<file path="config.mk">
export PLATFORM = sky130hd
export DESIGN_NAME = ahb_to_axi_bridge
export DESIGN_NICKNAME = d
export VERILOG_FILES = /design/src/common/bridge_pkg.sv /design/src/ahb_slave/ahb_addr_phase.sv /design/src/ahb_slave/ahb_bus_fsm.sv /design/src/verilog/axi_cmd_buffer.sv /design/src/verilog/ahb_to_axi_bridge.sv
export SDC_FILE = /design/constraint.sdc
export NUM_CORES = 1
export LEC_CHECK = 0
export ABC_AREA = 1
export BUFFER_PORTS_ARGS = -buffer_cell sky130_fd_sc_hd__buf_2
export CAP_MARGIN = 0
export CORE_AREA = 2 2 149 151
export CTS_CLUSTER_DIAMETER = 120
export DETAILED_ROUTE_END_ITERATION = 8
export DIE_AREA = 0 0 151 153
export GPL_TIMING_DRIVEN = 0
export MAX_ROUTING_LAYER = met4
export PLACE_DENSITY = 0.66
export SLEW_MARGIN = 25
export SYNTH_ARGS = -nofsm -noshare
export SYNTH_HDL_FRONTEND = slang
export SYNTH_SLANG_ARGS = --single-unit
</file>
<file path="constraint.sdc">
create_clock -name ahb_clk -period 4.9 [get_ports ahb_clk]
set_input_delay 0.49 -clock ahb_clk [delete_from_list [all_inputs] [get_ports ahb_clk]]
set_output_delay 0.49 -clock ahb_clk [all_outputs]
set_load 0.02 [all_outputs]
</file>
<file path="src/common/bridge_pkg.sv">
package bridge_pkg;

   // ********************
   // Bus widths
   // ********************
   localparam int ADDR_W = 32;              // AHB and AXI address
   localparam int DATA_W = 64;              // Data bus, one dword
   localparam int STRB_W = DATA_W / 8;      // One strobe per byte lane

   // ********************
   // AHB encodings
   // ********************
   // HTRANS, SEQ is never issued by the master
   localparam logic [1:0] HTRANS_IDLE   = 2'b00;
   localparam logic [1:0] HTRANS_BUSY   = 2'b01;
   localparam logic [1:0] HTRANS_NONSEQ = 2'b10;

   // HSIZE, also reused as AXI size
   localparam logic [2:0] HSIZE_BYTE  = 3'b000;
   localparam logic [2:0] HSIZE_HALF  = 3'b001;
   localparam logic [2:0] HSIZE_WORD  = 3'b010;
   localparam logic [2:0] HSIZE_DWORD = 3'b011;

   // ********************
   // Bus FSM states
   // ********************
   typedef enum logic [1:0] {
      IDLE = 2'b00,                         // No transfer in data phase
      WR   = 2'b01,                         // Write data phase
      RD   = 2'b10,                         // Read data phase, command going out
      PEND = 2'b11                          // Read on AXI, waiting for R
   } bus_state_t;

   // ********************
   // Captured address phase
   // ********************
   typedef struct packed {
      logic              write;             // HWRITE of the transfer
      logic [2:0]        size;              // HSIZE of the transfer
      logic [ADDR_W-1:0] addr;              // HADDR of the transfer
   } ahb_req_t;

   // Byte offset bits inside one data word
   localparam int OFFS_W = $clog2(STRB_W);

endpackage

</file>
<file path="src/ahb_slave/ahb_addr_phase.sv">
`timescale 1ns/1ps

module ahb_addr_phase import bridge_pkg::*; #(
   parameter logic [ADDR_W-1:0] DCCM_BASE,
   parameter int                DCCM_SIZE_KB,
   parameter bit                ICCM_EN,
   parameter logic [ADDR_W-1:0] ICCM_BASE,
   parameter int                ICCM_SIZE_KB
) (
   input  logic              ahb_clk,
   input  logic              rst,
   input  logic [ADDR_W-1:0] haddr,
   input  logic [1:0]        htrans,
   input  logic [2:0]        hsize,
   input  logic              hwrite,
   input  logic              hsel,
   input  logic              addr_capture,   // Address phase accepted this cycle
   output ahb_req_t          req,            // Registered address phase
   output logic              access_err      // Registered transfer breaks a rule
);

   // Window masks, sizes are powers of two and bases aligned to them
   localparam logic [ADDR_W-1:0] DCCM_MASK = ~(ADDR_W'(DCCM_SIZE_KB) * 1024 - 1);
   localparam logic [ADDR_W-1:0] ICCM_MASK = ~(ADDR_W'(ICCM_SIZE_KB) * 1024 - 1);

   logic [1:0] htrans_q;                     // HTRANS seen by this slave
   logic       trans_act;
   logic       in_dccm;
   logic       in_iccm;
   logic       size_ok;                      // Word or dword
   logic       unmapped;
   logic       bad_size;
   logic       misaligned;

   // ********************
   // Address phase registers
   // ********************
   // Transfer type follows the bus every cycle, masked when not selected
   always_ff @(posedge ahb_clk) begin
      if (rst) begin
         htrans_q <= HTRANS_IDLE;
      end else begin
         htrans_q <= hsel ? htrans : HTRANS_IDLE;
      end
   end

   // Address, size and direction only on an accepted address phase
   always_ff @(posedge ahb_clk) begin
      if (addr_capture) begin
         req.write <= hwrite;
         req.size  <= hsize;
         req.addr  <= haddr;
      end
   end

   // ********************
   // Window decode
   // ********************
   assign in_dccm = (req.addr & DCCM_MASK) == (DCCM_BASE & DCCM_MASK);
   assign in_iccm = ICCM_EN && ((req.addr & ICCM_MASK) == (ICCM_BASE & ICCM_MASK));

   // ********************
   // Access rules
   // ********************
   assign trans_act = (htrans_q != HTRANS_IDLE);
   assign size_ok   = (req.size == HSIZE_WORD) | (req.size == HSIZE_DWORD);

   assign unmapped = ~(in_dccm | in_iccm);   // Neither window hit

   // ICCM takes only word/dword, DCCM writes likewise
   assign bad_size = (in_iccm | (in_dccm & req.write)) & ~size_ok;

   // Natural alignment per size
   always_comb begin
      misaligned = 1'b0;
      case (req.size)
         HSIZE_HALF:  misaligned = req.addr[0];
         HSIZE_WORD:  misaligned = |req.addr[1:0];
         HSIZE_DWORD: misaligned = |req.addr[2:0];
         default:     misaligned = 1'b0;   // Bytes always aligned
      endcase
   end

   // Qualified by the bus state in the FSM
   assign access_err = trans_act & (unmapped | bad_size | misaligned);

endmodule

</file>
<file path="src/ahb_slave/ahb_bus_fsm.sv">
`timescale 1ns/1ps

module ahb_bus_fsm import bridge_pkg::*; (
   input  logic              ahb_clk,
   input  logic              rst,
   input  logic [1:0]        htrans,
   input  logic              hwrite,
   input  logic              hsel,
   input  logic              hreadyin,
   input  logic              access_err,     // From address phase check
   input  logic              cmd_full,       // Command buffer still waiting
   input  logic              cmd_write,      // Buffered command is a write
   input  logic              rvalid,
   input  logic [DATA_W-1:0] rdata,
   input  logic [1:0]        rresp,
   output logic              hready,         // Bus level HREADY
   output logic              addr_capture,
   output logic              cmd_load,
   output logic [DATA_W-1:0] hrdata,
   output logic              hreadyout,
   output logic              hresp
);

   bus_state_t state, next_state;
   logic       state_en;
   logic       rdata_en;                     // Take R data into the hold register
   logic       read_err_in;
   logic       read_err;                     // R came back with error, one cycle
   logic       hresp_q;
   logic       hready_q;
   logic       trans_act;                    // NONSEQ on the bus for this slave

   assign trans_act = hsel & htrans[1];

   // ********************
   // State machine
   // ********************
   always_comb begin
      next_state  = IDLE;
      state_en    = 1'b0;
      rdata_en    = 1'b0;
      read_err_in = 1'b0;
      cmd_load    = 1'b0;
      case (state)
         IDLE: begin
            next_state = hwrite ? WR : RD;
            state_en   = hready & trans_act;    // Only leave on a real transfer
         end
         WR: begin
            // Next address phase decides the following state
            if (hresp | (htrans == HTRANS_IDLE) | ~hsel) begin
               next_state = IDLE;
            end else begin
               next_state = hwrite ? WR : RD;
            end
            state_en = ~cmd_full | hresp;        // Stall while buffer busy
            // No load on error or while the master is BUSY with its data
            cmd_load = ~cmd_full & ~(hresp | ((htrans == HTRANS_BUSY) & hsel));
         end
         RD: begin
            next_state = hresp ? IDLE : PEND;
            state_en   = ~cmd_full | hresp;
            cmd_load   = ~cmd_full & ~hresp;     // Read goes out unless it failed
         end
         PEND: begin
            next_state  = IDLE;                 // Present data next cycle
            state_en    = rvalid & ~cmd_write;
            rdata_en    = state_en;
            read_err_in = state_en & (|rresp);  // Any non-OKAY response
         end
         default: begin
            next_state = IDLE;
            state_en   = 1'b1;
         end
      endcase
   end

   always_ff @(posedge ahb_clk) begin
      if (rst) begin
         state <= IDLE;
      end else if (state_en) begin
         state <= next_state;
      end
   end

   // ********************
   // AHB response
   // ********************
   // Second error cycle raises HREADYOUT, otherwise stall on busy buffer or open read
   always_comb begin
      if (hresp) begin
         hreadyout = hresp_q & ~hready_q;
      end else begin
         hreadyout = (~cmd_full | (state == IDLE)) &
                     ~((state == RD) | (state == PEND));
      end
   end

   assign hready       = hreadyout & hreadyin;
   assign addr_capture = hready & trans_act;   // Address phase accepted

   // Check error, read error, then hold for the second cycle
   assign hresp = (access_err & (state != IDLE)) |
                  read_err |
                  (hresp_q & ~hready_q);

   always_ff @(posedge ahb_clk) begin
      if (rst) begin
         hresp_q  <= 1'b0;
         hready_q <= 1'b0;
         read_err <= 1'b0;
      end else begin
         hresp_q  <= hresp;
         hready_q <= hready;
         read_err <= read_err_in;
      end
   end

   // Read data hold
   always_ff @(posedge ahb_clk) begin
      if (rdata_en) begin
         hrdata <= rdata;
      end
   end

endmodule

</file>
<file path="src/verilog/axi_cmd_buffer.sv">
`timescale 1ns/1ps

module axi_cmd_buffer import bridge_pkg::*; (
   input  logic              ahb_clk,
   input  logic              rst,
   input  ahb_req_t          req,          // Captured address phase
   input  logic [DATA_W-1:0] hwdata,
   input  logic              cmd_load,
   input  logic              hresp,        // AHB error, drops a waiting read
   input  logic              awready,
   input  logic              arready,
   output logic              cmd_full,
   output logic              cmd_write,
   output logic              awvalid,
   output logic [ADDR_W-1:0] awaddr,
   output logic [2:0]        awsize,
   output logic              wvalid,
   output logic [DATA_W-1:0] wdata,
   output logic [STRB_W-1:0] wstrb,
   output logic              arvalid,
   output logic [ADDR_W-1:0] araddr,
   output logic [2:0]        arsize
);

   logic              cmd_vld;
   logic              cmd_accept;         // AW/W or AR taken this cycle
   logic              cmd_clear;
   logic [STRB_W-1:0] strb_in;
   logic [ADDR_W-1:0] cmd_addr;
   logic [2:0]        cmd_size;
   logic [STRB_W-1:0] cmd_strb;
   logic [DATA_W-1:0] cmd_wdata;

   // ********************
   // Write strobes
   // ********************
   always_comb begin
      case (req.size)
         HSIZE_BYTE:  strb_in = STRB_W'(1)     << req.addr[OFFS_W-1:0];
         HSIZE_HALF:  strb_in = STRB_W'(2'h3)  << req.addr[OFFS_W-1:0];
         HSIZE_WORD:  strb_in = STRB_W'(4'hf)  << req.addr[OFFS_W-1:0];
         HSIZE_DWORD: strb_in = '1;
         default:     strb_in = '0;
      endcase
   end

   // ********************
   // One entry buffer
   // ********************
   assign cmd_accept = (awvalid & awready) | (arvalid & arready);
   assign cmd_clear  = (cmd_accept & ~cmd_load) | (hresp & ~cmd_write);
   assign cmd_full   = cmd_vld & ~cmd_accept;  // Free again on acceptance

   always_ff @(posedge ahb_clk) begin
      if (rst) begin
         cmd_vld   <= 1'b0;
         cmd_write <= 1'b0;
      end else begin
         if (cmd_clear) begin
            cmd_vld <= 1'b0;
         end else if (cmd_load) begin
            cmd_vld <= 1'b1;                   // Reload in the accept cycle keeps it set
         end
         if (cmd_load) begin
            cmd_write <= req.write;
         end
      end
   end

   // Payload, data phase HWDATA lines up with cmd_load
   always_ff @(posedge ahb_clk) begin
      if (cmd_load) begin
         cmd_addr  <= req.addr;
         cmd_size  <= req.size;
         cmd_strb  <= strb_in;
         cmd_wdata <= hwdata;
      end
   end

   // ********************
   // AXI drive
   // ********************
   assign awvalid = cmd_vld & cmd_write;      // AW and W go together
   assign awaddr  = cmd_addr;
   assign awsize  = cmd_size;
   assign wvalid  = cmd_vld & cmd_write;
   assign wdata   = cmd_wdata;
   assign wstrb   = cmd_strb;
   assign arvalid = cmd_vld & ~cmd_write;
   assign araddr  = cmd_addr;
   assign arsize  = cmd_size;

endmodule

</file>
<file path="src/verilog/ahb_to_axi_bridge.sv">
`timescale 1ns/1ps

module ahb_to_axi_bridge import bridge_pkg::*; #(
   parameter logic [ADDR_W-1:0] DCCM_BASE    = 32'hf004_0000,
   parameter int                DCCM_SIZE_KB = 64,
   parameter bit                ICCM_EN      = 1'b1,
   parameter logic [ADDR_W-1:0] ICCM_BASE    = 32'hee00_0000,
   parameter int                ICCM_SIZE_KB = 128
) (
   input  logic              ahb_clk,
   input  logic              rst,
   // AHB-Lite slave
   input  logic [ADDR_W-1:0] haddr,
   input  logic [1:0]        htrans,
   input  logic [2:0]        hsize,
   input  logic              hwrite,
   input  logic [DATA_W-1:0] hwdata,
   input  logic              hsel,
   input  logic              hreadyin,
   output logic [DATA_W-1:0] hrdata,
   output logic              hreadyout,
   output logic              hresp,
   // AXI write
   output logic              awvalid,
   input  logic              awready,
   output logic [ADDR_W-1:0] awaddr,
   output logic [2:0]        awsize,
   output logic              wvalid,
   output logic [DATA_W-1:0] wdata,
   output logic [STRB_W-1:0] wstrb,
   // AXI read
   output logic              arvalid,
   input  logic              arready,
   output logic [ADDR_W-1:0] araddr,
   output logic [2:0]        arsize,
   input  logic              rvalid,
   input  logic [DATA_W-1:0] rdata,
   input  logic [1:0]        rresp
);

   ahb_req_t req;                    // Address phase to buffer
   logic     addr_capture;
   logic     access_err;
   logic     cmd_load;
   logic     cmd_full;
   logic     cmd_write;

   // ********************
   // Address phase and checks
   // ********************
   ahb_addr_phase #(
      .DCCM_BASE    (DCCM_BASE),
      .DCCM_SIZE_KB (DCCM_SIZE_KB),
      .ICCM_EN      (ICCM_EN),
      .ICCM_BASE    (ICCM_BASE),
      .ICCM_SIZE_KB (ICCM_SIZE_KB)
   ) ahb_addr_phase_i (.*);

   // Bus FSM keeps HREADY to itself
   ahb_bus_fsm ahb_bus_fsm_i (.*, .hready());

   // AXI side
   axi_cmd_buffer axi_cmd_buffer_i (.*);

endmodule

</file>
# == Word-level counts from Yosys, hierarchy flattened ==
# Index checks and enable logic that the tools add are counted.
# totals
register_bits,216
in_bits,175
out_inout_bits,211
wordCells,97
# op_classes
eq_ne,9
shifts,3
n_mux,10
bitwise,48
n_reduce_logical,12
# ops
op,n
8-bit one-hot mux with 4 select lines,1
1-bit bitwise AND,21
"16-bit equality test, second input constant",1
"15-bit equality test, second input constant",1
1-bit bitwise OR,15
1-bit inverter,12
2-bit OR reduction,6
2-bit one-hot mux with 4 select lines,1
"1-bit by 3-bit left shift with 8-bit output, first input constant",1
"2-bit by 3-bit left shift with 8-bit output, first input constant",1
"4-bit by 3-bit left shift with 8-bit output, first input constant",1
"3-bit by 2-bit equality test with 1-bit output, second input constant",2
2-bit 2-to-1 mux,3
1-bit one-hot mux with 3 select lines,2
"2-bit by 1-bit equality test with 1-bit output, second input constant",2
"2-bit equality test, second input constant",2
2-bit zero test,2
2-bit nonzero test,2
"3-bit by 1-bit equality test with 1-bit output, second input constant",1
3-bit zero test,1
3-bit OR reduction,1
1-bit 2-to-1 mux,2
1-bit one-hot mux with 2 select lines,1

# == Logic depth before layout (Yosys ltp) ==
# Gate-level depths: netlist of run 1.
# logic_depth
ltp_word,18
mapped_depth,15

# == Modules after synthesis ==
# A second synthesis of run 1 with hierarchy kept.
# unflattened
hier_cells,416
area_unflattened_um2,7453.4
# by_module_without_submodules
module,n_inst,cells_each,area_per_inst_um2,seq_area_each_um2
axi_cmd_buffer,1,198,3774.9,3253.1
ahb_bus_fsm,1,139,2384.8,2021.9
ahb_addr_phase,1,79,1293.7,1121.1

# == Worst setup path before layout of run 1 ==
# Ideal clock, no wire load.
# synth_timing
path_kind,reg-to-reg
start,register ahb_addr_phase_i.req[1] (netlist name)
end,"register axi_cmd_buffer_i.cmd_addr[0], in the netlist axi_cmd_buffer_i.araddr[0], enable pin"
arrival_ns,2.367
slack_ns,2.120
stages_incl_launch_ff,10
path_buffers,0
period_less_slack_ns,2.780
path_cell_list,edfxtp_1 nor2_2 nor2_1 nor2_4 nand3_2 nor2_2 nand2_2 nand2_4 nand4_1 inv_2
# synth_via
elab_chain_len,11
# synth_rtl
item,line,text
3-bit OR reduction / 2-bit OR reduction (equally long branches),"ahb_addr_phase.sv:79, ahb_addr_phase.sv:78",
1-bit one-hot mux with 3 select lines (*),ahb_addr_phase.sv:76,case (req.size)
1-bit bitwise OR (*),ahb_addr_phase.sv:85,assign access_err = trans_act & (unmapped | bad_size | misaligned);
1-bit bitwise AND (*),ahb_addr_phase.sv:85,
1-bit bitwise AND (*),ahb_bus_fsm.sv:103,assign hresp = (access_err & (state != IDLE)) |
1-bit bitwise OR (*),ahb_bus_fsm.sv:103,
1-bit bitwise OR (*),ahb_bus_fsm.sv:104,read_err |
1-bit bitwise OR,ahb_bus_fsm.sv:58,cmd_load = ~cmd_full & ~(hresp | ((htrans == HTRANS_BUSY) & hsel));
1-bit inverter,ahb_bus_fsm.sv:58,
1-bit bitwise AND,ahb_bus_fsm.sv:58,
1-bit one-hot mux with 2 select lines (*),ahb_bus_fsm.sv:44,case (state)
net ahb_bus_fsm_i.cmd_load,ahb_bus_fsm.sv:18,"output logic cmd_load,"
"end signal, assigned",axi_cmd_buffer.sv:73,cmd_addr <= req.addr;
"end, declared",axi_cmd_buffer.sv:29,logic [ADDR_W-1:0] cmd_addr;
# Mark *: on every way through the listed nets, which the timed path passes. The rest lies on a longest branch.
# A chain may end at the register's enable or synchronous reset.

# == Final worst setup path of run 1 ==
# layout_timing
start,register ahb_addr_phase_i.req[28] (netlist name)
end,"register axi_cmd_buffer_i.cmd_wdata[49], in the netlist axi_cmd_buffer_i.wdata[49], enable pin"
# layout_via
elab_chain_len,14
# layout_rtl
item,line,text
16-bit equality test,ahb_addr_phase.sv:59,assign in_dccm = (req.addr & DCCM_MASK) == (DCCM_BASE & DCCM_MASK);
1-bit bitwise AND,ahb_addr_phase.sv:71,assign bad_size = (in_iccm | (in_dccm & req.write)) & ~size_ok;
1-bit bitwise OR,ahb_addr_phase.sv:71,
1-bit bitwise AND,ahb_addr_phase.sv:71,
1-bit bitwise OR (*) (2 in series),ahb_addr_phase.sv:85,
1-bit bitwise AND (*),ahb_addr_phase.sv:85,
1-bit bitwise AND (*),ahb_bus_fsm.sv:103,
1-bit bitwise OR (*),ahb_bus_fsm.sv:103,
1-bit bitwise OR (*),ahb_bus_fsm.sv:104,
1-bit bitwise OR,ahb_bus_fsm.sv:58,
1-bit inverter,ahb_bus_fsm.sv:58,
1-bit bitwise AND,ahb_bus_fsm.sv:58,
1-bit one-hot mux with 2 select lines (*),ahb_bus_fsm.sv:44,
net ahb_bus_fsm_i.cmd_load,ahb_bus_fsm.sv:18,
"end signal, assigned",axi_cmd_buffer.sv:76,cmd_wdata <= hwdata;
"end, declared",axi_cmd_buffer.sv:32,logic [DATA_W-1:0] cmd_wdata;
# Marked as above.

==> results of run 1 <==
-- cell usage in the layout (no fill, tap or decap), types with 3 or more instances in the layout --
cell	instances
inv_2	3
nor2_4	3
ha_1	4
buf_2	385
nor2_1	26
buf_4	36
nand2_2	3
clkbuf_1	5
inv_1	22
nand4_1	5
dfxtp_1	9
nor2_2	3
clkbuf_16	25
diode_2	7
clkinvlp_4	3
clkinv_2	6
nand2_1	38
nand3_1	9
edfxtp_1	207
o21ai_0	12
-- worst max-delay path, cell delays in order, from the launching register on --
cell      delay, ps
edfxtp_1        400
nand3b_1        180
nor2_1          250
nor2_4           70
nor2_2          120
nand2_2          80
nand2_4         100
nand4_1         220
inv_6           400
buf_16          340
-- cells in the mapped netlist --
cell type / instances / area, um2
a21oi_1: 2 / 10.0
a31oi_1: 1 / 6.26
buf_4: 36 / 270
dfxtp_1: 9 / 180
edfxtp_1: 207 / 6220
ha_1: 4 / 50.1
inv_1: 24 / 90.1
inv_2: 3 / 11.3
nand2_1: 38 / 143
nand2_2: 3 / 18.8
nand2_4: 1 / 11.3
nand3_1: 9 / 45.0
nand3_2: 2 / 20.0
nand3b_1: 2 / 15.0
nand4_1: 5 / 31.3
nor2_1: 26 / 97.6
nor2_2: 3 / 18.8
nor2_4: 3 / 33.8
nor3_1: 2 / 10.0
o21ai_0: 12 / 60.1
o21ai_1: 2 / 10.0
o221ai_1: 1 / 8.76
o22ai_1: 1 / 6.26
o311a_1: 1 / 10.0
o31ai_1: 1 / 7.51
-- metal layers --
| layer | vias up | wire length [um] | global-route usage [%] |
|---|---|---|---|
| met5 | - | 0 | - |
| met3 | 32 | 2070 | 5.34 |
| met2 | 249 | 9130 | 25.9 |
| met1 | 2199 | 7040 | 18.1 |
| met4 | 0 | 441 | 4.72 |
| li1 | 2264 | - | - |
-- registers in the layout, indices dropped and copies added (netlist names) --
| signal | cells |
|---|---|
| axi_cmd_buffer_i.araddr | 32 |
| ahb_bus_fsm_i.hready_q | 1 |
| axi_cmd_buffer_i.wstrb | 8 |
| ahb_addr_phase_i.req | 36 |
| ahb_bus_fsm_i.state | 2 |
| axi_cmd_buffer_i.cmd_vld | 1 |
| ahb_bus_fsm_i.hrdata | 64 |
| ahb_bus_fsm_i.hresp_q | 1 |
| axi_cmd_buffer_i.arsize | 3 |
| axi_cmd_buffer_i.cmd_write | 1 |
| axi_cmd_buffer_i.wdata | 64 |
| ahb_addr_phase_i.htrans_q | 2 |
| ahb_bus_fsm_i.read_err | 1 |
-- area by class of cell --
cell class | count | area [um2]
sequential | 216 | 6400
antenna | 7 | 17.5
clock buffer | 30 | 644
clock inverter | 13 | 128
multi-input combinational | 119 | 613
buffer | 36 | 270
inverter | 27 | 109
fill | 1889 | 11000
timing repair buffer | 388 | 2000
tap | 280 | 350
-- through the flow --
step,setup WS [ps],instance area (um2),power (mW),util [%],hold WS (ps)
3_3_place_gp,1450,9660,3.38,45.0,403
6_report,2360,10500,5.10,49.0,150
5_1_grt,2180,10500,5.32,49.0,121
4_1_cts,2330,10500,5.17,48.9,127
2_1_floorplan,2120,7380,3.00,-,400
3_5_place_dp,2340,9740,3.40,45.3,407
-- cells by family (layout without fill, tap and decap cells) --
group                      after synthesis  in the layout  synth area share [%]
DFF                                    216            216                  86.7
and+or+nand+nor                         94             94                  6.02
buffers and inverters                   63            494                  5.03
AOI/OAI and AO/OA                       21             21                  1.61
adders and majority gates                4              4                 0.678
other                                    0              7                     0
-- worst max path at each step --
stage / startpoint / endpoint / slack (ps) / cells past startpoint
final: ahb_addr_phase_i.req[28] / axi_cmd_buffer_i.wdata[49] / 2360 / 9
after global routing: ahb_addr_phase_i.req[28] / axi_cmd_buffer_i.wdata[15] / 2180 / 9
after CTS: ahb_addr_phase_i.req[28] / hreadyout / 2330 / 9
after detailed placement: ahb_addr_phase_i.req[28] / axi_cmd_buffer_i.wdata[13] / 2340 / 9
after global placement: ahb_addr_phase_i.req[25] / axi_cmd_buffer_i.wdata[1] / 1450 / 10
after floorplan: ahb_addr_phase_i.req[1] / axi_cmd_buffer_i.araddr[0] / 2120 / 9
-- power breakdown --
group	internal, mW	total [mW]	switching, mW
Clock	1.04	1.75	0.709
Sequential	2.31	2.39	0.0752
Combinational	0.322	0.965	0.643
==> flow_summary.yaml, run 1 <==
status:
  outcome: "complete, no violations"
setup_path:
  cp.arrival_ps: 2720
  worstPathMaxFanout: 64
  path_class: "reg -> reg"
  r2r-end: "axi_cmd_buffer_i.wdata[49]"
  endpoint_kind: "register"
  reg2regPathDepth: 9
  r2r-start: "ahb_addr_phase_i.req[28]"
  start_kind: "register"
  rrSetupSlack_ps: 2360
  required_ps: 5080
cells_and_area:
  syn_to_final_growth_pct: 42.7
  drive_gt1_share_pct: 57.7
  finalNonFillerCells: 1116
  fin_nets: 991
clocking:
  cts_setup_buffers: 0
  cts-resized-gates: 0
  cts_tree: "done"
  h-tree-depth: 1
  postCtsHoldBufs: 0
  cts_buffer_depth: 3
  cts-buffers-inserted: 24
  cts_sinks: 216
  clock-root-buffer: "clkbuf_16"
  clk_pin_slew_ps: 60
  clock_latency_ps: 510
synthesis:
  synth_seq_cells: 216
  synth_area_mm2: 0.00738
  syn_inst: 398
  avgSynthCellArea_um2: 18.5
  yosysUniqueCellTypes: 25
  yosysWarnings: 0
  synth-seq-area-share_pct: 86.7
  syn_nets: 577
drt:
  drtPass1Iterations: 6
  via_per_inst: 4.25
  vias: 4744
  ant_nets: 0
  route.detailed.drc: 0
  wire_per_inst_um: 16.7
  drt_iter0_markers: 278
  drt-total-wl_um: 18700
grt:
  overflow: 0
  grt_max_degree: 65
  antenna_found_initial: 7
  track_usage_pct: 15.7
  grt_pass1_vias: 4563
  grt_pass1_wl_um: 26400
hold_path:
  hp-class: "in -> reg"
  min_from: "rdata[47]"
  hold_path_end: "ahb_bus_fsm_i.hrdata[47]"
  hold_depth: 1
placed_design:
  detailed_place_hpwl_um: 14200
  io_buffers: 385
  place_inst: 1066
  place_congestion: 0.817
power:
  max-vdd-ir-drop_mv: 0.327
  power.density_mw_per_mm2: 484
  power.leakage_nw: 4.46
job:
  drv_cap: 0
die:
  die_w_um: 151
  io_pins: 386
  initial_core_util_pct: 34.4
  die_area_mm2: 0.0231
  rows: 54
  dieHeight_um: 153
  fp.coreArea_mm2: 0.0215
timing:
  finClkSkew_ps: 11.7
  worst_slew_pin_slew_ps: 454
  finalSetupViolCount: 0
  fin_crit_ps: 2540
  slew_violations: 0
  finalHoldViolations: 0
  slew_headroom_pct: 69.7
  max_freq_mhz: 393
  rsz0062_at_grt: "no"
  finalCritPeriodShare_pct: 51.9
  tns_ps: 0
Note: power is estimated with default switching activity, not from simulation.
==> run 2, diff against run 1 <==
==> constraint.sdc (replaced) <==
create_clock -name ahb_clk -period 2.55 [get_ports ahb_clk]
set_input_delay 0.255 -clock ahb_clk [delete_from_list [all_inputs] [get_ports ahb_clk]]
set_output_delay 0.255 -clock ahb_clk [all_outputs]
set_load 0.02 [all_outputs]
==> flow_summary.yaml, run 2 (synthesized netlist as in run 1, its figures left out) <==
clocking:
  clock_latency_ps: 510
  h-tree-depth: 1
  cts_setup_buffers: 0
  cts_buffer_depth: 3
  cts_tree: "done"
  cts_sinks: 216
  cts-buffers-inserted: 24
  clk_pin_slew_ps: 60
  clock-root-buffer: "clkbuf_16"
drt:
  drtPass1Iterations: 6
  wire_per_inst_um: 16.4
  drt_iter0_markers: 297
  via_per_inst: 4.26
  vias: 5418
  ant_nets: 0
  route.detailed.drc: 0
  drt-total-wl_um: 20900
job:
  drv_cap: 0
timing:
  fin_crit_ps: 2330
  slew_headroom_pct: 61.1
  worst_slew_pin_slew_ps: 583
  slew_violations: 0
  finClkSkew_ps: 18.2
  finalSetupViolCount: 0
  hold_ws_ps: 49.1
  rsz0062_at_grt: "no"
  max_freq_mhz: 429
  finalHoldViolations: 0
  finalCritPeriodShare_pct: 91.3
cells_and_area:
  fin_nets: 1158
  mostFrequentLayoutCells: "buf_2 (385), edfxtp_1 (207), dlygate4sd3_1 (168), nand2_1 (38), buf_4 (36)"
  mostFrequentLayoutCell: "buf_2"
  final_area_mm2: 0.0121
  drive_gt1_share_pct: 47.4
  syn_to_final_growth_pct: 64.0
setup_path:
  start_kind: "register"
  reg2regPathDepth: 9
  critPathMaxStageDelay_ps: 510
  crit_family: "simple AND/OR/NAND/NOR gates"
  required_ps: 2690
  cp.arrival_ps: 2470
  crit_cells: 9
  cp_slowest_cell: "edfxtp_1"
  rrSetupSlack_ps: 220
  r2r-end: "axi_cmd_buffer_i.wdata[63]"
  r2r-start: "ahb_addr_phase_i.req[1]"
  path_cells: "nor2_2 > nor2_1 > nor2_4 > nand3_2 > nor2_2 > nand2_2 > nand2_4 > nand4_1 > bufinv_16"
  endpoint_kind: "register"
  cpMostUsedCell: "nor2_2"
  path_class: "reg -> reg"
  crit_buf_inv: 1
  worstPathMaxFanout: 108
power:
  clkPwrFrac_pct: 31.9
  power.density_mw_per_mm2: 807
  p_switching_mw: 2.72
  power.total_mw: 9.77
  max-vdd-ir-drop_mv: 0.701
  pwr-share-seq_pct: 47.1
  netSwitchingFraction_pct: 27.9
  intPower_mw: 7.05
  power.leakage_nw: 5.12
  comb_power_share_pct: 21.0
die:
  io_pins: 386
  dieHeight_um: 153
  fp.coreArea_mm2: 0.0215
  die_w_um: 151
  rows: 54
  initial_core_util_pct: 34.4
  die_area_mm2: 0.0231
grt:
  overflow: 0
  track_usage_pct: 17.6
  grt_pass1_wl_um: 30100
  grt_pass1_vias: 5586
  antenna_found_initial: 3
  grt_max_degree: 109
hold_path:
  hold_path_end: "ahb_addr_phase_i.htrans_q[0]"
  hold_depth: 3
  min_from: "htrans[0]"
  hp-class: "in -> reg"
placed_design:
  placedInstanceArea_mm2: 0.00971
  detailed_place_hpwl_um: 13800
  place_congestion: 0.830
  io_buffers: 385
status:
  outcome: "complete, no violations"
run 2: cell types whose count changed in the layout (fill, tap and decap cells not counted), moves of 2 or more:
cell | previous run | this run
diode_2 | 7 | 3
buf_16 | 2 | 0
clkinvlp_4 | 3 | 1
dlygate4sd3_1 | 0 | 168
clkinv_2 | 6 | 2
run 2: layout make-up:
cell class,count,area [um2]
Inverter,27,130
Clock inverter,7,71.3
Clock buffer,29,619
Fill cell,1702,9380
Sequential cell,216,6400
Antenna cell,3,7.51
Multi-Input combinational cell,119,613
Timing Repair Buffer,555,3650
Buffer,36,270
Tap cell,280,350
run 2: tightest hold or removal path: stages:
cell     delay [ps]
buf_2            70
nand2_1          80
nor2_1          100
run 2: worst max path at each step:
stage	from	to	slack (ps)
after global routing	ahb_addr_phase_i.req[21]	axi_cmd_buffer_i.wdata[52]	80
after detailed placement	ahb_addr_phase_i.req[1]	axi_cmd_buffer_i.wdata[19]	-60
after global placement	ahb_addr_phase_i.req[1]	ahb_addr_phase_i.req[8]	-420
final	ahb_addr_phase_i.req[1]	axi_cmd_buffer_i.wdata[63]	220
after floorplan	ahb_addr_phase_i.req[1]	ahb_addr_phase_i.req[0]	90
after CTS	ahb_addr_phase_i.req[1]	axi_cmd_buffer_i.araddr[6]	70
run 2: per-stage QoR:
| stage | setup WS, ps | cells | TNS, ps | util [%] |
|---|---|---|---|---|
| 5_1_grt | 80.0 | 1272 | 0 | 56.3 |
| 6_report | 221 | 1272 | 0 | 56.3 |
| 4_1_cts | 70.0 | 1269 | 0 | 56.3 |
| 3_5_place_dp | -55.4 | 1065 | -5220 | 45.2 |
| 2_1_floorplan | 87.9 | 398 | 0 | - |
| 3_3_place_gp | -424 | 1063 | -66300 | 45.0 |
run 2: layer usage:
layer  part of all wire (%)  global-route usage [%]  vias to the layer above
met5                      0                       -                        -
met1                     38                    19.9                     2511
met4                    3.3                    6.50                        0
met3                    8.1                    4.21                       56
met2                     51                    30.2                      274
li1                       -                       -                     2577
run 2: power groups by stage:
stage	Clock (mW)	Combinational, mW	Sequential [mW]
2_1_floorplan	0	0.653	5.10
3_3_place_gp	0	1.79	4.68
3_5_place_dp	0	1.81	4.68
4_1_cts	3.18	2.04	4.61
5_1_grt	3.34	2.20	4.64
6_report	3.11	2.05	4.60
run 2: repair_timing:
item,4_1_cts,5_1_grt
setup endpoints to repair,107,107
resized for setup,1,3
hold endpoints to repair,168,0
hold buffers,168,0
==> run 3, diff against run 2 <==
--- a/config.mk
+++ b/config.mk
@@ -6,15 +6,15 @@
 export NUM_CORES = 1
 export LEC_CHECK = 0
 export ABC_AREA = 1
-export BUFFER_PORTS_ARGS = -buffer_cell sky130_fd_sc_hd__buf_2
 export CAP_MARGIN = 0
 export CORE_AREA = 2 2 149 151
 export CTS_CLUSTER_DIAMETER = 120
 export DETAILED_ROUTE_END_ITERATION = 8
 export DIE_AREA = 0 0 151 153
+export DONT_BUFFER_PORTS = 1
 export GPL_TIMING_DRIVEN = 0
 export MAX_ROUTING_LAYER = met4
-export PLACE_DENSITY = 0.66
+export PLACE_DENSITY = 0.5
 export SLEW_MARGIN = 25
 export SYNTH_ARGS = -nofsm -noshare
 export SYNTH_HDL_FRONTEND = slang
==> flow_summary.yaml, run 3 <==
status:
  outcome: "stopped before the end"
  failed_stage: "clock tree synthesis"
  stop_error: "[ERROR RSZ-0060] Max buffer count reached."
die:
  dieHeight_um: 153
  die_w_um: 151
  initial_core_util_pct: 34.4
  rows: 54
  io_pins: 386
placed_design:
  placedInstanceArea_mm2: 0.00777
  io_buffers: 0
  detailed_place_hpwl_um: 12700
  place_inst: 679
  place_congestion: 0.810
clocking:
  clock-root-buffer: "clkbuf_16"
  cts_setup_buffers: 0
  postCtsHoldBufs: 145
  cts-resized-gates: 2
  h-tree-depth: 1
  cts_buffer_depth: 3
  cts_sinks: 216
  cts-buffers-inserted: 24
synthesis:
  syn_nets: 577
  synth_most_common_cell: "edfxtp_1"
  synth_seq_cells: 216
  synth_top_area_share_pct: 84.2
  synth-edff-count: 207
  async_flop_share_pct: 0
  synth-seq-area-share_pct: 86.7
  synthTopCellsByArea: "edfxtp_1 (84%), buf_4 (3.7%), dfxtp_1 (2.4%), nand2_1 (1.9%), nor2_1 (1.3%)"
  yosysUniqueCellTypes: 25
  synth_area_mm2: 0.00738
  syn_inst: 398
  synthTopCellsByCount: "edfxtp_1 (207), nand2_1 (38), buf_4 (36), nor2_1 (26), inv_1 (24)"
  avgSynthCellArea_um2: 18.5
  yosysTopAreaCell: "edfxtp_1"
  synth_ff_type: "edfxtp_1"
  yosysWarnings: 0
## run 3: cells by family after synthesis
family	after synthesis	share of synthesized area (%)
compound gates	21	1.61
fa+ha+maj	4	0.678
buf+inv	63	5.03
flops	216	86.7
simple gates	94	6.02
## run 3: metrics by stage
step | setup slack, ps | setup TNS [ps] | hold WS [ps]
detailed placement | -108 | -11660 | 330
global placement | -677 | -67840 | 330
floorplan | 87.9 | 0 | 327
==> run 4, diff against run 3 <==
--- a/config.mk
+++ b/config.mk
@@ -7,14 +7,11 @@
 export LEC_CHECK = 0
 export ABC_AREA = 1
 export CAP_MARGIN = 0
-export CORE_AREA = 2 2 149 151
-export CTS_CLUSTER_DIAMETER = 120
+export CORE_UTILIZATION = 20
 export DETAILED_ROUTE_END_ITERATION = 8
-export DIE_AREA = 0 0 151 153
 export DONT_BUFFER_PORTS = 1
 export GPL_TIMING_DRIVEN = 0
-export MAX_ROUTING_LAYER = met4
-export PLACE_DENSITY = 0.5
+export PLACE_DENSITY_LB_ADDON = 0.15
 export SLEW_MARGIN = 25
 export SYNTH_ARGS = -nofsm -noshare
 export SYNTH_HDL_FRONTEND = slang
==> flow_summary.yaml, run 4 (synthesized netlist as in run 1, its figures left out) <==
status:
  outcome: "complete, no violations"
setup_path:
  cp.arrival_ps: 2510
  start_kind: "register"
  worstPathMaxFanout: 54
  rrSetupSlack_ps: 240
  endpoint_kind: "register"
  path_class: "reg -> reg"
  required_ps: 2750
die:
  initial_core_util_pct: 20.6
  rows: 69
  die_area_mm2: 0.0377
  io_pins: 386
  fp.coreArea_mm2: 0.0359
  die_w_um: 194
  dieHeight_um: 194
drt:
  route.detailed.drc: 0
  vias: 4031
  wire_per_inst_um: 17.4
  drt-total-wl_um: 18900
  drt_iter0_markers: 195
  via_per_inst: 3.71
  ant_nets: 0
  drtPass1Iterations: 4
clocking:
  clock-root-buffer: "clkbuf_16"
  clk_pin_slew_ps: 60
  clock_latency_ps: 530
  cts-buffers-inserted: 25
  cts_tree: "done"
  h-tree-depth: 1
  cts_sinks: 216
  cts_buffer_depth: 3
timing:
  fin_crit_ps: 2310
  tns_ps: 0
  max_freq_mhz: 433
  finalHoldViolations: 0
  finalCritPeriodShare_pct: 90.6
  rsz0062_at_grt: "no"
  finClkSkew_ps: 9.75
  finalSetupViolCount: 0
  worst_slew_pin_slew_ps: 566
  slew_headroom_pct: 62.3
  slew_violations: 0
grt:
  grt_pass1_wl_um: 27000
  track_usage_pct: 9.48
  grt_max_degree: 109
  antenna_found_initial: 2
  grt_pass1_vias: 4312
  overflow: 0
cells_and_area:
  drive_gt1_share_pct: 16.1
  final_area_mm2: 0.0107
  mostFrequentLayoutCell: "edfxtp_1"
  fin_nets: 785
  mostFrequentLayoutCells: "edfxtp_1 (207), dlygate4sd3_1 (171), buf_4 (42), nand2_1 (38)"
  syn_to_final_growth_pct: 44.8
placed_design:
  detailed_place_hpwl_um: 13000
  io_buffers: 0
  placedInstanceArea_mm2: 0.00801
  place_congestion: 0.714
hold_path:
  hp-class: "in -> reg"
power:
  power.leakage_nw: 3.74
  max-vdd-ir-drop_mv: 0.413
  power.density_mw_per_mm2: 929
job:
  drv_cap: 0
-- run 4: power by group --
part	internal [mW]	leakage, nW	switching, mW	total [mW]
Combinational	0.447	1.37	0.667	1.11
Sequential	4.47	1.96	0.657	5.13
Clock	2.30	0.410	1.38	3.68
Total	7.22	3.74	2.71	9.92
-- run 4: through the flow --
| stage | worst slack, ps | power [mW] | instances | hold WS, ps | utilization [%] |
|---|---|---|---|---|---|
| 2_1_floorplan | 87.9 | 5.76 | 398 | 327 | - |
| 3_3_place_gp | -949 | 6.05 | 859 | 332 | 22.2 |
| 3_5_place_dp | -267 | 6.06 | 861 | 333 | 22.3 |
| 4_1_cts | 35.7 | 10.1 | 1079 | 3.92 | 29.6 |
| 5_1_grt | 76.9 | 10.3 | 1086 | 39.6 | 29.7 |
| 6_report | 241 | 9.92 | 1087 | 48.6 | 29.8 |
-- run 4: final cells by class --
cell class	instances	area (um2)
Fill cell	3535	25200
Clock buffer	30	644
Timing Repair Buffer	180	1820
Buffer	36	270
Inverter	27	144
Antenna cell	3	7.51
Timing Repair inverter	1	8.76
Tap cell	461	577
Multi-Input combinational cell	119	616
Sequential cell	216	6400
Clock inverter	14	198
-- run 4: final timing paths --
path,startpoint,endpoint,depth (start not counted)
hold / removal,rvalid,ahb_bus_fsm_i.read_err,2
setup / recovery,ahb_addr_phase_i.req[1],axi_cmd_buffer_i.wdata[45],11
setup reg to reg,ahb_addr_phase_i.req[1],axi_cmd_buffer_i.wdata[45],11
hold reg to reg,ahb_addr_phase_i.req[7],axi_cmd_buffer_i.araddr[7],0
-- run 4: routing by layer --
layer | share of wire (%) | up-vias | GRT usage, % | routed length, um
li1 | - | 1836 | - | -
met1 | 36 | 1892 | 9.66 | 6740
met2 | 50 | 271 | 16.9 | 9550
met3 | 12 | 32 | 4.31 | 2180
met4 | 2.4 | 0 | 3.53 | 459
met5 | 0 | - | 0 | 0
-- run 4: critical path, stage by stage, from the launching register on --
cell,delay [ps]
edfxtp_1,510
nor2_2,190
nor2_1,90
nor2_4,80
nand3_2,70
nor2_2,90
nand2_2,80
nand2_4,100
nand4_1,80
buf_4,180
buf_4,140
bufinv_16,300
-- run 4: what timing repair did --
item	CTS	global route
endpoints found under the setup margin	130	120
gates cloned	0	1
pin swaps	0	1
hold buffers	171	0
resized for setup	7	1
setup buffers	3	4
endpoints found under the hold margin	173	0
